--- config.mk ---
export PLATFORM = sky130hd
export DESIGN_NAME = ascon_hash_top
export DESIGN_NICKNAME = d
export VERILOG_FILES = /design/src/design/ascon_pkg.sv /design/src/design/block_rx.sv /design/src/design/hash_config_regs.sv /design/src/design/hash_control.sv /design/src/design/ascon_permutation.sv /design/src/design/block_tx.sv /design/src/design/ascon_hash_top.sv
export SDC_FILE = /design/constraint.sdc
export NUM_CORES = 2
export LEC_CHECK = 0
export BUFFER_PORTS_ARGS = -buffer_cell sky130_fd_sc_hd__buf_2
export CORE_MARGIN = 3
export CORE_UTILIZATION = 35
export DETAILED_ROUTE_END_ITERATION = 10
export GPL_TIMING_DRIVEN = 0
export MAX_ROUTING_LAYER = met4
export PLACE_DENSITY = 0.46
export SKIP_CTS_REPAIR_TIMING = 1
export SLEW_MARGIN = 20
export SYNTH_ARGS = -nofsm -noshare
export SYNTH_HDL_FRONTEND = slang
export SYNTH_SLANG_ARGS = --single-unit
--- constraint.sdc ---
create_clock -name clk -period 16.02 [get_ports clk]
set_input_delay 1.602 -clock clk [delete_from_list [all_inputs] [get_ports clk]]
set_output_delay 1.602 -clock clk [all_outputs]
set_load 0.005 [all_outputs]
--- src/design/ascon_pkg.sv ---
package ascon_pkg;

    localparam int WORD_W = 16;
    localparam int RATE_W = 64;
    localparam int STATE_W = 320;
    localparam int WORDS_PER_BLOCK = 4;
    localparam int PERM_ROUNDS = 12;
    localparam int IN_DEPTH = 4;
    localparam int HASH_OUT_BITS = 256;
    localparam int LEN_W = 32;
    localparam int RND_W = $clog2(PERM_ROUNDS);
    localparam int IN_PTR_W = $clog2(IN_DEPTH);
    localparam int IN_CNT_W = $clog2(IN_DEPTH + 1);
    localparam int TX_CREDIT_W = 8;

    // Precomputed initial states, x0 in the top 64 bits
    localparam logic [STATE_W-1:0] HASH_IV =
        320'hee9398aadb67f03d8bb21831c60f1002b48a92db98d5da6243189921b8f8e3e8348fa5c9d525e140;
    localparam logic [STATE_W-1:0] XOF_IV =
        320'hb57e273b814cd4162b51042562ae242066a3a7768ddf22185aad0a7a8153650c4f3e0e32539493b6;

    localparam logic [0:PERM_ROUNDS-1][7:0] ROUND_CONST = {
        8'hf0, 8'he1, 8'hd2, 8'hc3, 8'hb4, 8'ha5,
        8'h96, 8'h87, 8'h78, 8'h69, 8'h5a, 8'h4b
    };

    typedef enum logic [3:0] {
        CONF  = 4'h1,
        LEN   = 4'h2,
        MSG   = 4'h3,
        HASH  = 4'h4,
        ABORT = 4'h5
    } word_type_t;

    typedef struct packed {
        logic [WORD_W-2:0] rsvd;
        logic              xof;
    } conf_fields_t;

    // A data word, or the same bits seen as a config word
    typedef union packed {
        logic [WORD_W-1:0] raw;
        conf_fields_t      conf;
    } in_word_u;

    typedef struct packed {
        in_word_u   word;
        word_type_t kind;
        logic       last;
    } in_beat_t;

    typedef struct packed {
        logic [WORD_W-1:0] data;
        word_type_t        kind;
        logic              last;
    } out_beat_t;

    // fin_words is 0 for a full block, else the word count of the final block
    typedef struct packed {
        logic [RATE_W-1:0] block;
        word_type_t        kind;
        logic [2:0]        fin_words;
    } squeeze_t;

endpackage

--- src/design/block_rx.sv ---
module block_rx (
    input  logic                clk,
    input  logic                rst,
    input  logic                in_valid,
    input  ascon_pkg::in_beat_t in_beat,
    output logic                in_credit,
    output ascon_pkg::in_beat_t head,
    output logic                head_valid,
    input  logic                pop
);
    import ascon_pkg::*;

    in_beat_t              mem [IN_DEPTH];
    logic [IN_PTR_W-1:0]   wr_ptr;
    logic [IN_PTR_W-1:0]   rd_ptr;
    logic [IN_CNT_W-1:0]   count;
    logic                  do_pop;

    // The host's credits keep the FIFO from overflowing
    assign do_pop = pop && head_valid;
    assign head = mem[rd_ptr];
    assign head_valid = (count != '0);

    always_ff @(posedge clk) begin
        if (in_valid) begin
            mem[wr_ptr] <= in_beat;
        end
    end

    always_ff @(posedge clk) begin
        if (!rst) begin
            wr_ptr <= '0;
            rd_ptr <= '0;
            count <= '0;
            in_credit <= 1'b0;
        end else begin
            in_credit <= do_pop;
            if (in_valid) begin
                wr_ptr <= wr_ptr + 1'b1;
            end
            if (do_pop) begin
                rd_ptr <= rd_ptr + 1'b1;
            end
            count <= count + IN_CNT_W'(in_valid) - IN_CNT_W'(do_pop);
        end
    end

endmodule

--- src/design/hash_config_regs.sv ---
module hash_config_regs (
    input  logic                        clk,
    input  logic                        rst,
    input  logic                        load_conf,
    input  ascon_pkg::conf_fields_t     conf,
    input  logic                        load_len,
    input  logic [ascon_pkg::WORD_W-1:0] len_word,
    input  logic                        consume,
    output logic                        xof,
    output logic                        len_zero,
    output logic                        last_chunk,
    output logic [2:0]                  last_words
);
    import ascon_pkg::*;

    logic [LEN_W-1:0] remain;

    assign len_zero = (remain == '0);
    assign last_chunk = (remain <= LEN_W'(RATE_W));
    // Words left in a block of at most 64 bits
    assign last_words = (remain[5:4] == 2'd0) ? 3'd4 : {1'b0, remain[5:4]};

    always_ff @(posedge clk) begin
        if (!rst) begin
            xof <= 1'b0;
            remain <= '0;
        end else if (load_conf) begin
            xof <= conf.xof;
            remain <= conf.xof ? '0 : LEN_W'(HASH_OUT_BITS);
        end else if (load_len) begin
            remain <= {remain[LEN_W-WORD_W-1:0], len_word};
        end else if (consume) begin
            remain <= last_chunk ? '0 : remain - LEN_W'(RATE_W);
        end
    end

endmodule

--- src/design/hash_control.sv ---
module hash_control (
    input  logic                          clk,
    input  logic                          rst,
    input  ascon_pkg::in_beat_t           head,
    input  logic                          head_valid,
    output logic                          pop,
    output logic                          load_conf,
    output ascon_pkg::conf_fields_t       conf,
    output logic                          load_len,
    output logic [ascon_pkg::WORD_W-1:0]  len_word,
    output logic                          consume,
    input  logic                          xof,
    input  logic                          len_zero,
    input  logic                          last_chunk,
    input  logic [2:0]                    last_words,
    output logic                          perm_start,
    output logic [ascon_pkg::STATE_W-1:0] perm_state_in,
    input  logic                          perm_done,
    input  logic [ascon_pkg::STATE_W-1:0] perm_state_out,
    output logic                          tx_load,
    output ascon_pkg::squeeze_t           tx_blk,
    input  logic                          tx_idle
);
    import ascon_pkg::*;

    typedef enum logic [3:0] {
        S_IDLE, S_INIT, S_LEN, S_ABSORB, S_ABS_START, S_ABS_WAIT,
        S_SQUEEZE, S_SQZ_START, S_SQZ_WAIT, S_ABORT
    } fsm_t;

    fsm_t               fsm;
    logic [STATE_W-1:0] st;
    logic [RATE_W-1:0]  acc;
    logic [1:0]         wcnt;
    logic               lcnt;
    logic               fin;
    logic               take;

    assign take = head_valid && (fsm == S_IDLE || fsm == S_LEN || fsm == S_ABSORB);
    assign pop = take;

    assign conf = head.word.conf;
    assign len_word = head.word.raw;
    assign load_conf = take && fsm == S_IDLE && head.kind == CONF;
    assign load_len = take && fsm == S_LEN && head.kind == LEN;

    assign perm_start = (fsm == S_ABS_START) || (fsm == S_SQZ_START);
    // Message block goes into the x0 lane
    assign perm_state_in = (fsm == S_ABS_START) ?
        {st[STATE_W-1 -: RATE_W] ^ acc, st[STATE_W-RATE_W-1:0]} : st;

    assign tx_load = tx_idle && ((fsm == S_SQUEEZE && !len_zero) || fsm == S_ABORT);
    assign consume = tx_load && fsm == S_SQUEEZE;

    always_comb begin
        if (fsm == S_ABORT) begin
            tx_blk.block = '0;
            tx_blk.kind = ABORT;
            tx_blk.fin_words = 3'd1;
        end else begin
            tx_blk.block = st[STATE_W-1 -: RATE_W];
            tx_blk.kind = HASH;
            tx_blk.fin_words = last_chunk ? last_words : 3'd0;
        end
    end

    always_ff @(posedge clk) begin
        if (take && fsm == S_ABSORB) begin
            acc <= {acc[RATE_W-WORD_W-1:0], head.word.raw};
        end
        if (fsm == S_INIT) begin
            st <= xof ? XOF_IV : HASH_IV;
        end else if (perm_done) begin
            st <= perm_state_out;
        end
    end

    always_ff @(posedge clk) begin
        if (!rst) begin
            fsm <= S_IDLE;
            wcnt <= '0;
            lcnt <= 1'b0;
            fin <= 1'b0;
        end else begin
            case (fsm)
                S_IDLE: begin
                    if (take) begin
                        fsm <= (head.kind == CONF) ? S_INIT : S_ABORT;
                    end
                end
                S_INIT: begin
                    wcnt <= '0;
                    lcnt <= 1'b0;
                    fsm <= xof ? S_LEN : S_ABSORB;
                end
                S_LEN: begin
                    if (take) begin
                        lcnt <= 1'b1;
                        if (head.kind != LEN) begin
                            fsm <= S_ABORT;
                        end else if (lcnt) begin
                            fsm <= S_ABSORB;
                        end
                    end
                end
                S_ABSORB: begin
                    if (take) begin
                        wcnt <= wcnt + 1'b1;
                        fin <= head.last;
                        if (head.kind != MSG || (head.last && wcnt != 2'd3)) begin
                            fsm <= S_ABORT;
                        end else if (wcnt == 2'd3) begin
                            fsm <= S_ABS_START;
                        end
                    end
                end
                S_ABS_START: fsm <= S_ABS_WAIT;
                S_ABS_WAIT: begin
                    if (perm_done) begin
                        fsm <= fin ? S_SQUEEZE : S_ABSORB;
                    end
                end
                S_SQUEEZE: begin
                    // Zero-length output ends the job with nothing sent
                    if (len_zero) begin
                        fsm <= S_IDLE;
                    end else if (tx_load) begin
                        fsm <= last_chunk ? S_IDLE : S_SQZ_START;
                    end
                end
                S_SQZ_START: fsm <= S_SQZ_WAIT;
                S_SQZ_WAIT: begin
                    if (perm_done) begin
                        fsm <= S_SQUEEZE;
                    end
                end
                S_ABORT: begin
                    if (tx_load) begin
                        fsm <= S_IDLE;
                    end
                end
                default: fsm <= S_IDLE;
            endcase
        end
    end

endmodule

--- src/design/ascon_permutation.sv ---
module ascon_permutation (
    input  logic                          clk,
    input  logic                          rst,
    input  logic                          start,
    input  logic [ascon_pkg::STATE_W-1:0] state_in,
    output logic                          done,
    output logic [ascon_pkg::STATE_W-1:0] state_out
);
    import ascon_pkg::*;

    logic [STATE_W-1:0] state;
    logic [RND_W-1:0]   rnd;
    logic               busy;

    function automatic logic [63:0] ror(input logic [63:0] x, input int n);
        return (x >> n) | (x << (64 - n));
    endfunction

    function automatic logic [STATE_W-1:0] perm_round(input logic [STATE_W-1:0] s,
                                                      input logic [7:0] rc);
        logic [63:0] x0, x1, x2, x3, x4;
        logic [63:0] t0, t1, t2, t3, t4;
        {x0, x1, x2, x3, x4} = s;
        x2 = x2 ^ {56'd0, rc};
        // S-box layer, bit-sliced over the five lanes
        x0 = x0 ^ x4;
        x4 = x4 ^ x3;
        x2 = x2 ^ x1;
        t0 = ~x0 & x1;
        t1 = ~x1 & x2;
        t2 = ~x2 & x3;
        t3 = ~x3 & x4;
        t4 = ~x4 & x0;
        x0 = x0 ^ t1;
        x1 = x1 ^ t2;
        x2 = x2 ^ t3;
        x3 = x3 ^ t4;
        x4 = x4 ^ t0;
        x1 = x1 ^ x0;
        x0 = x0 ^ x4;
        x3 = x3 ^ x2;
        x2 = ~x2;
        // Linear diffusion
        x0 = x0 ^ ror(x0, 19) ^ ror(x0, 28);
        x1 = x1 ^ ror(x1, 61) ^ ror(x1, 39);
        x2 = x2 ^ ror(x2, 1) ^ ror(x2, 6);
        x3 = x3 ^ ror(x3, 10) ^ ror(x3, 17);
        x4 = x4 ^ ror(x4, 7) ^ ror(x4, 41);
        return {x0, x1, x2, x3, x4};
    endfunction

    assign state_out = state;

    // Round 0 is applied on the start edge
    always_ff @(posedge clk) begin
        if (start) begin
            state <= perm_round(state_in, ROUND_CONST[0]);
        end else if (busy) begin
            state <= perm_round(state, ROUND_CONST[rnd]);
        end
    end

    always_ff @(posedge clk) begin
        if (!rst) begin
            busy <= 1'b0;
            rnd <= '0;
            done <= 1'b0;
        end else begin
            done <= 1'b0;
            if (start) begin
                busy <= 1'b1;
                rnd <= RND_W'(1);
            end else if (busy) begin
                rnd <= rnd + 1'b1;
                if (rnd == RND_W'(PERM_ROUNDS - 1)) begin
                    busy <= 1'b0;
                    done <= 1'b1;
                end
            end
        end
    end

endmodule

--- src/design/block_tx.sv ---
module block_tx (
    input  logic                 clk,
    input  logic                 rst,
    input  logic                 load,
    input  ascon_pkg::squeeze_t  blk,
    output logic                 idle,
    input  logic                 out_credit,
    output logic                 out_valid,
    output ascon_pkg::out_beat_t out_beat
);
    import ascon_pkg::*;

    logic [RATE_W-1:0]      shreg;
    word_type_t             kind_q;
    logic                   fin_q;
    logic [2:0]             left;
    logic [TX_CREDIT_W-1:0] credits;
    logic                   emit;
    logic                   is_abort;

    assign idle = (left == 3'd0);
    assign emit = !idle && (credits != '0);
    assign is_abort = (blk.kind == ABORT);

    always_ff @(posedge clk) begin
        if (load && idle) begin
            shreg <= is_abort ? '0 : blk.block;
            kind_q <= blk.kind;
            fin_q <= is_abort || (blk.fin_words != 3'd0);
        end else if (emit) begin
            shreg <= shreg << WORD_W;
        end
        if (emit) begin
            out_beat.data <= shreg[RATE_W-1 -: WORD_W];
            out_beat.kind <= kind_q;
            out_beat.last <= fin_q && (left == 3'd1);
        end
    end

    always_ff @(posedge clk) begin
        if (!rst) begin
            left <= 3'd0;
            credits <= '0;
            out_valid <= 1'b0;
        end else begin
            out_valid <= emit;
            credits <= credits + TX_CREDIT_W'(out_credit) - TX_CREDIT_W'(emit);
            if (load && idle) begin
                if (is_abort) begin
                    left <= 3'd1;
                end else if (blk.fin_words == 3'd0) begin
                    left <= 3'(WORDS_PER_BLOCK);
                end else begin
                    left <= blk.fin_words;
                end
            end else if (emit) begin
                left <= left - 3'd1;
            end
        end
    end

endmodule

--- src/design/ascon_hash_top.sv ---
module ascon_hash_top (
    input  logic                 clk,
    input  logic                 rst,
    input  logic                 in_valid,
    input  ascon_pkg::in_beat_t  in_beat,
    output logic                 in_credit,
    input  logic                 out_credit,
    output logic                 out_valid,
    output ascon_pkg::out_beat_t out_beat
);
    import ascon_pkg::*;

    in_beat_t          head;
    logic              head_valid;
    logic              pop;
    logic              load_conf;
    conf_fields_t      conf;
    logic              load_len;
    logic [WORD_W-1:0] len_word;
    logic              consume;
    logic              xof;
    logic              len_zero;
    logic              last_chunk;
    logic [2:0]        last_words;
    logic              perm_start;
    logic [STATE_W-1:0] perm_state_in;
    logic              perm_done;
    logic [STATE_W-1:0] perm_state_out;
    logic              tx_load;
    squeeze_t          tx_blk;
    logic              tx_idle;

    block_rx u_rx (
        .clk, .rst, .in_valid, .in_beat, .in_credit,
        .head, .head_valid, .pop
    );

    hash_control u_ctrl (
        .clk, .rst, .head, .head_valid, .pop,
        .load_conf, .conf, .load_len, .len_word, .consume,
        .xof, .len_zero, .last_chunk, .last_words,
        .perm_start, .perm_state_in, .perm_done, .perm_state_out,
        .tx_load, .tx_blk, .tx_idle
    );

    hash_config_regs u_cfg (
        .clk, .rst, .load_conf, .conf, .load_len, .len_word, .consume,
        .xof, .len_zero, .last_chunk, .last_words
    );

    ascon_permutation u_perm (
        .clk, .rst, .start(perm_start), .state_in(perm_state_in),
        .done(perm_done), .state_out(perm_state_out)
    );

    block_tx u_tx (
        .clk, .rst, .load(tx_load), .blk(tx_blk), .idle(tx_idle),
        .out_credit, .out_valid, .out_beat
    );

endmodule

Word-level counts from Yosys, hierarchy flattened. Memory sizes are Yosys's and may differ from the RTL's. A register that Yosys moved wholly into a read port is not among the register bits. Cells that the tools add are included.

Add/sub/neg operators: 10. Order comparisons: 2. Equality and inequality tests: 27. Mux-type cells: 54. Bitwise gates (word level): 90. Reductions and logical operators: 42.

Operator list (count): $xor A64 B64 Y64 (43); $mux W320 (5); $not A64 Y64 (12); $and A64 B64 Y64 (10); $mux W319 (1); $mux W64 (3); $mux W32 (4); $or A23 B64 Y64 (2); $or A25 B64 Y64 (2); $or A3 B64 Y64 (2); $or A36 B64 Y64 (2); $or A45 B64 Y64 (2); $or A47 B64 Y64 (2); $or A54 B64 Y64 (2); $or A57 B64 Y64 (2); $or A58 B64 Y64 (2); $or A63 B64 Y64 (2); $mux W71 (1); $xor A64 B8 Y64 (1); $mux W4 (13); $pmux W4 S10 (1); $le A32 B7 Y1 const B (1); $logic_not A32 Y1 (1); $sub A32 B7 Y32 const B (1); other kinds (43) (108).

Bits in registers: 861. Bits in writable memories: 84. ROM bits: 128. Bits of input ports: 25. Output and inout port bits: 23. Word-level logic and storage cells: 253. Memories: 2.

Memories: (no name shown) (depth 16, width 8, rd ports 1, clocked after Yosys merged registers in 0, wr ports 0, line ascon_permutation.sv:59) `state <= perm_round(state, ROUND_CONST[rnd]);`; u_rx.mem (depth 4, width 21, rd ports 1, clocked after Yosys merged registers in 1, wr ports 1, line block_rx.sv:13) `in_beat_t mem [IN_DEPTH];`.

Depth between registers and ports, before layout.
Depth after elaboration: 15. Depth in mapped cells: 16. Depth with buffers taken out: 16.

Modules after synthesis. A second synthesis with hierarchy kept.

Cell total of the unflattened synthesis: 6547. Area, all modules: 71315.9 sq um.

Modules (own cells, without submodules): ascon_permutation (times used 1, cells each 4431, area an instance 43336.6 sq um, sequential area each 9729.3 sq um); hash_control (times used 1, cells each 1437, area an instance 18222.5 sq um, sequential area each 11691.2 sq um); block_tx (times used 1, cells each 281, area an instance 4237.8 sq um, sequential area each 2942.8 sq um); block_rx (times used 1, cells each 155, area an instance 3527.1 sq um, sequential area each 2722.6 sq um); hash_config_regs (times used 1, cells each 243, area an instance 1991.9 sq um, sequential area each 660.6 sq um).

Least setup slack after synthesis. OpenSTA, ideal clock, no wires.

Path kind: flip-flop to flip-flop. Start point: reg u_ctrl.fsm[1]. End point: reg u_perm.state[0], in the netlist u_perm.state_out[0] (enable). Setup time: 2.375 ns. Arrival time: 7.257 ns. Data required time: 13.645 ns. Slack: 6.388 ns. Cell stages (with the launch flop): 8. Path buffers: 4. Period minus slack after synthesis: 9.632 ns. Cells stage by stage: dfxtp_1 clkbuf_1 nor2b_1 or3_1 clkbuf_1 buf_1 clkbuf_1 nand2_1.

Cells in the longest elaborated chain, start to end: 3. Elaborated cells between the ends (all ways): 4. Classes of those cells: eq/ne (2); reduce/logical (2).

Ends and longest elaborated chain: start, declared (line hash_control.sv:31) `fsm_t fsm;`; start signal, assigned (line hash_control.sv:88) `fsm <= (head.kind == CONF) ? S_INIT : S_ABORT;`; start signal, assigned (line hash_control.sv:94) `fsm <= xof ? S_LEN : S_ABSORB;`; start signal, assigned (line hash_control.sv:120) `fsm <= fin ? S_SQUEEZE : S_ABSORB;`; $eq A4 B3 Y1 (line hash_control.sv:47) `assign perm_start = (fsm == S_ABS_START) || (fsm == S_SQZ_START);`; $logic_or A1 B1 Y1 * (line hash_control.sv:47); $reduce_bool A2 Y1 (no source line) *; end signal, assigned (line ascon_permutation.sv:57) `state <= perm_round(state_in, ROUND_CONST[0]);`; end signal, assigned (line ascon_permutation.sv:59); end, declared (line ascon_permutation.sv:11) `logic [STATE_W-1:0] state;`.

Mark *: on every way between the ends. The rest lies on a longest branch, timed or not. A chain may end at the register's enable or synchronous reset.

Worst setup path after layout.
Start point: reg u_ctrl.fsm[2]. End point: reg u_perm.state[300], in the netlist u_perm.state_out[300] (data pin).

Cells in the longest elaborated chain, start to end: 11. Elaborated cells between the ends (all ways): 15. Classes of those cells: eq/ne (2); mux (2); bitwise (10); reduce/logical (1).

Ends and longest elaborated chain: $eq A4 B3 Y1 (line hash_control.sv:47, hash_control.sv:49); $mux W320 (line hash_control.sv:49) `assign perm_state_in = (fsm == S_ABS_START) ?`; $xor A64 B64 Y64 (line ascon_permutation.sv:26) `x0 = x0 ^ x4;`; $not A64 Y64 (line ascon_permutation.sv:29) `t0 = ~x0 & x1;`; $and A64 B64 Y64 (line ascon_permutation.sv:29); $xor A64 B64 Y64 (line ascon_permutation.sv:38) `x4 = x4 ^ t0;`; $xor A64 B64 Y64 (line ascon_permutation.sv:40) `x0 = x0 ^ x4;`; $or A45 B64 Y64 (line ascon_permutation.sv:16) `return (x >> n) | (x << (64 - n));`; $xor A64 B64 Y64 (2 in a row) (line ascon_permutation.sv:44) `x0 = x0 ^ ror(x0, 19) ^ ror(x0, 28);`; $mux W320 * (line ascon_permutation.sv:56) `if (start) begin`.

Marked as above.

==> results.sh <==
export IMPL_crit_fanout=12
export IMPL_drt_iter0_markers=10100
export IMPL_die_height_um=464
export IMPL_path_clk_slew_ns=0.06
export IMPL_portBuffers=44
export IMPL_ys_types=92
export IMPL_fin_ws_ns=9.00
export IMPL_hold_viol=0
export IMPL_fin_worst_skew_ns=0.113
export IMPL_cts_buffer_depth=3
export IMPL_cts_sinks=941
export IMPL_die_x_um=464
export IMPL_drt_drc_violations_left=0
export IMPL_antenna_found_initial=71
export IMPL_cts_tree="yes"
export IMPL_multi_input_area_mm2=0.0452
export IMPL_hold_depth=0
export IMPL_grt_pass1_vias=56400
export IMPL_gr_total_overflow=0
export IMPL_critPathLaunchType="flip-flop"
export IMPL_dpl_worst_slack_ns=9.40
export IMPL_synth_area_mm2=0.0735
export IMPL_cap_violations=0
export IMPL_area_growth_pct=17.5
export IMPL_drive_gt1_frac=0.119
export IMPL_gp_congestion=1.14
export IMPL_antenna_left=0
export IMPL_hold_path_class="flip-flop to flip-flop"
export IMPL_ys_ff_latch=941
export IMPL_area_sequential_mm2=0.0276
export IMPL_htreeDepth=3
export IMPL_yosysMostFrequentCell="xnor2_1"
export IMPL_num_rows=167
export IMPL_dr_pass1_iters=6
export IMPL_slew_violations=0
export IMPL_finalCritPeriodShare=0.438
export IMPL_pin_count=48
export IMPL_ys_flop_type="edfxtp_1"
export IMPL_start_util=0.353
export IMPL_yosys_warnings=0
export IMPL_tightest_slew_ns=1.41
export IMPL_finalWirelength_um=475000
export IMPL_critical_path_arrival_ns=7.43
export IMPL_die_area_mm2=0.215
export IMPL_hpwl_um=395000
export IMPL_rsz0062_at_grt="no"
export IMPL_cts_root_buf="clkbuf_16"
export IMPL_setup_viol=0
export IMPL_grt_pass1_wl_um=595000
export IMPL_viasPerCell=5.97
export IMPL_fin_cells=10500
export IMPL_clk_latency_ns=0.86
export IMPL_numCtsBuffers=121
export IMPL_synth_seq_area_share=0.375
export IMPL_synthArstFlopShare=0
export IMPL_worst_hold_slack_ns=0.418
export IMPL_min_period_ns=7.02
export IMPL_vias=62800
export IMPL_max_slew_margin=0.0504
export IMPL_coreArea_mm2=0.208
export IMPL_cp_required_ns=16.44
export IMPL_synth_top_area_share=0.356
export IMPL_crit_path_end_kind="flip-flop"
export IMPL_synth_enable_flop_cells=872
export IMPL_max_clock_freq_mhz=142
export IMPL_fin_nets=7869
export IMPL_wire_per_inst_um=45.1
export IMPL_place_inst=10200
export IMPL_status="finished, final reports clean"
export IMPL_synthCells=7232
export IMPL_grt_max_degree=53
export IMPL_synth_common_cells="xnor2_1 (1475), edfxtp_1 (872), nand2_1 (657)"
export IMPL_timing_setup_critical_path_class="flip-flop to flip-flop"
export IMPL_nFillCells=20300
export IMPL_avgSynthCellArea_um2=10.2
export IMPL_netlist_top_cells_area="edfxtp_1 (36%), xnor2_1 (18%), xor2_1 (6.2%)"
export IMPL_ff2ff_path_depth=12
export IMPL_grt_total_usage=0.442
export IMPL_yosysTopAreaCell="edfxtp_1"
-- per-layer routing --
metal,GRT usage,part of all wire,vias up
met3,0.0962,0.10,891
met4,0.311,0.088,0
met2,0.617,0.41,4095
met1,0.566,0.40,32100
li1,-,-,25700
met5,-,0,-
-- critical path, cell delays in order (launching register included) --
cell and delay (ns):
dfxtp_1 0.46, nor4b_2 0.29, buf_4 0.56, buf_4 0.55
buf_2 0.71, buf_2 0.89, buf_2 0.52, o21ai_0 0.18
nand3_1 0.13, nand3_1 0.55, xnor2_1 0.69, xnor2_1 0.12
a21oi_1 0.85
-- worst paths after layout --
kind / from / endpoint / slack [ns]
worst max-delay path: u_ctrl.fsm[2] / u_perm.state_out[300] / 9.00
worst min-delay path: u_tx.shreg[49] / u_tx.out_beat[6] / 0.42
worst max register to register: u_ctrl.fsm[2] / u_perm.state_out[300] / 9.00
worst min register to register: u_tx.shreg[49] / u_tx.out_beat[6] / 0.42
-- metrics by stage --
| step | setup TNS, ns | instance area (µm²) | utilization |
|---|---|---|---|
| floorplan | 0 | 73500 | - |
| global placement | -2020.14 | 77200 | 0.371 |
| detailed placement | 0 | 82000 | 0.394 |
| CTS | 0 | 86100 | 0.414 |
| global route | 0 | 86200 | 0.415 |
| finish | 0 | 86300 | 0.415 |
-- cell type report --
| class | count | area share |
|---|---|---|
| antenna | 71 | 0.00206 |
| buffer | 317 | 0.0169 |
| clock buffer | 152 | 0.0373 |
| clock inverter | 73 | 0.0105 |
| inverter | 379 | 0.0165 |
| multi-input combinational | 5596 | 0.523 |
| sequential | 941 | 0.319 |
| tap | 2788 | 0.0404 |
| timing repair buffer | 205 | 0.0336 |
-- state kept, by name, summed over array words and instances (netlist names), 2 cells and up, named ones only --
name	flops
u_perm.rnd	4
u_rx.count	3
u_tx.credits	8
u_perm.state_out	320
u_tx.out_beat	18
u_ctrl.acc	64
u_rx.mem	84
u_cfg.remain	32
u_ctrl.st	320
u_ctrl.fsm	4
u_rx.wr_ptr	2
u_tx.shreg	64
u_tx.left	3
u_rx.rd_ptr	2
u_ctrl.wcnt	2
-- placed cells by master (no fill, tap or decap), types with 74 or more instances in the layout --
cell       count
nand2_1      656
o2111ai_1    105
xnor2_2      205
nor2b_1      165
buf_2         77
xnor2_1     1294
mux2i_1      106
edfxtp_1     872
a21o_1        84
nand2b_1      74
o21ai_0      252
clkbuf_1     207
ha_1         281
xor2_1       456
nor3_1       104
a21oi_1      314
and2_1        88
clkbuf_16    122
nor2_1       470
nor4bb_1      86
nand3_1       79
buf_6         91
inv_1        378
xnor3_1      127
-- cell families (layout without fill, tap and decap cells) --
logic type	Yosys count	in the layout	synth area share
xor gates and xnor gates	2184	2184	0.293
and+or+nand+nor	1912	1912	0.128
AOI/OAI and AO/OA	1053	1053	0.0918
DFF	941	941	0.375
buffers and inverters	696	1126	0.0379
adders and majority gates	306	306	0.0516
muxes	138	138	0.0224
other	2	74	0.000102
Power is left out: the tool's default activity adds up to more than one toggle a clock period on the data nets, which glitch-free logic cannot reach.
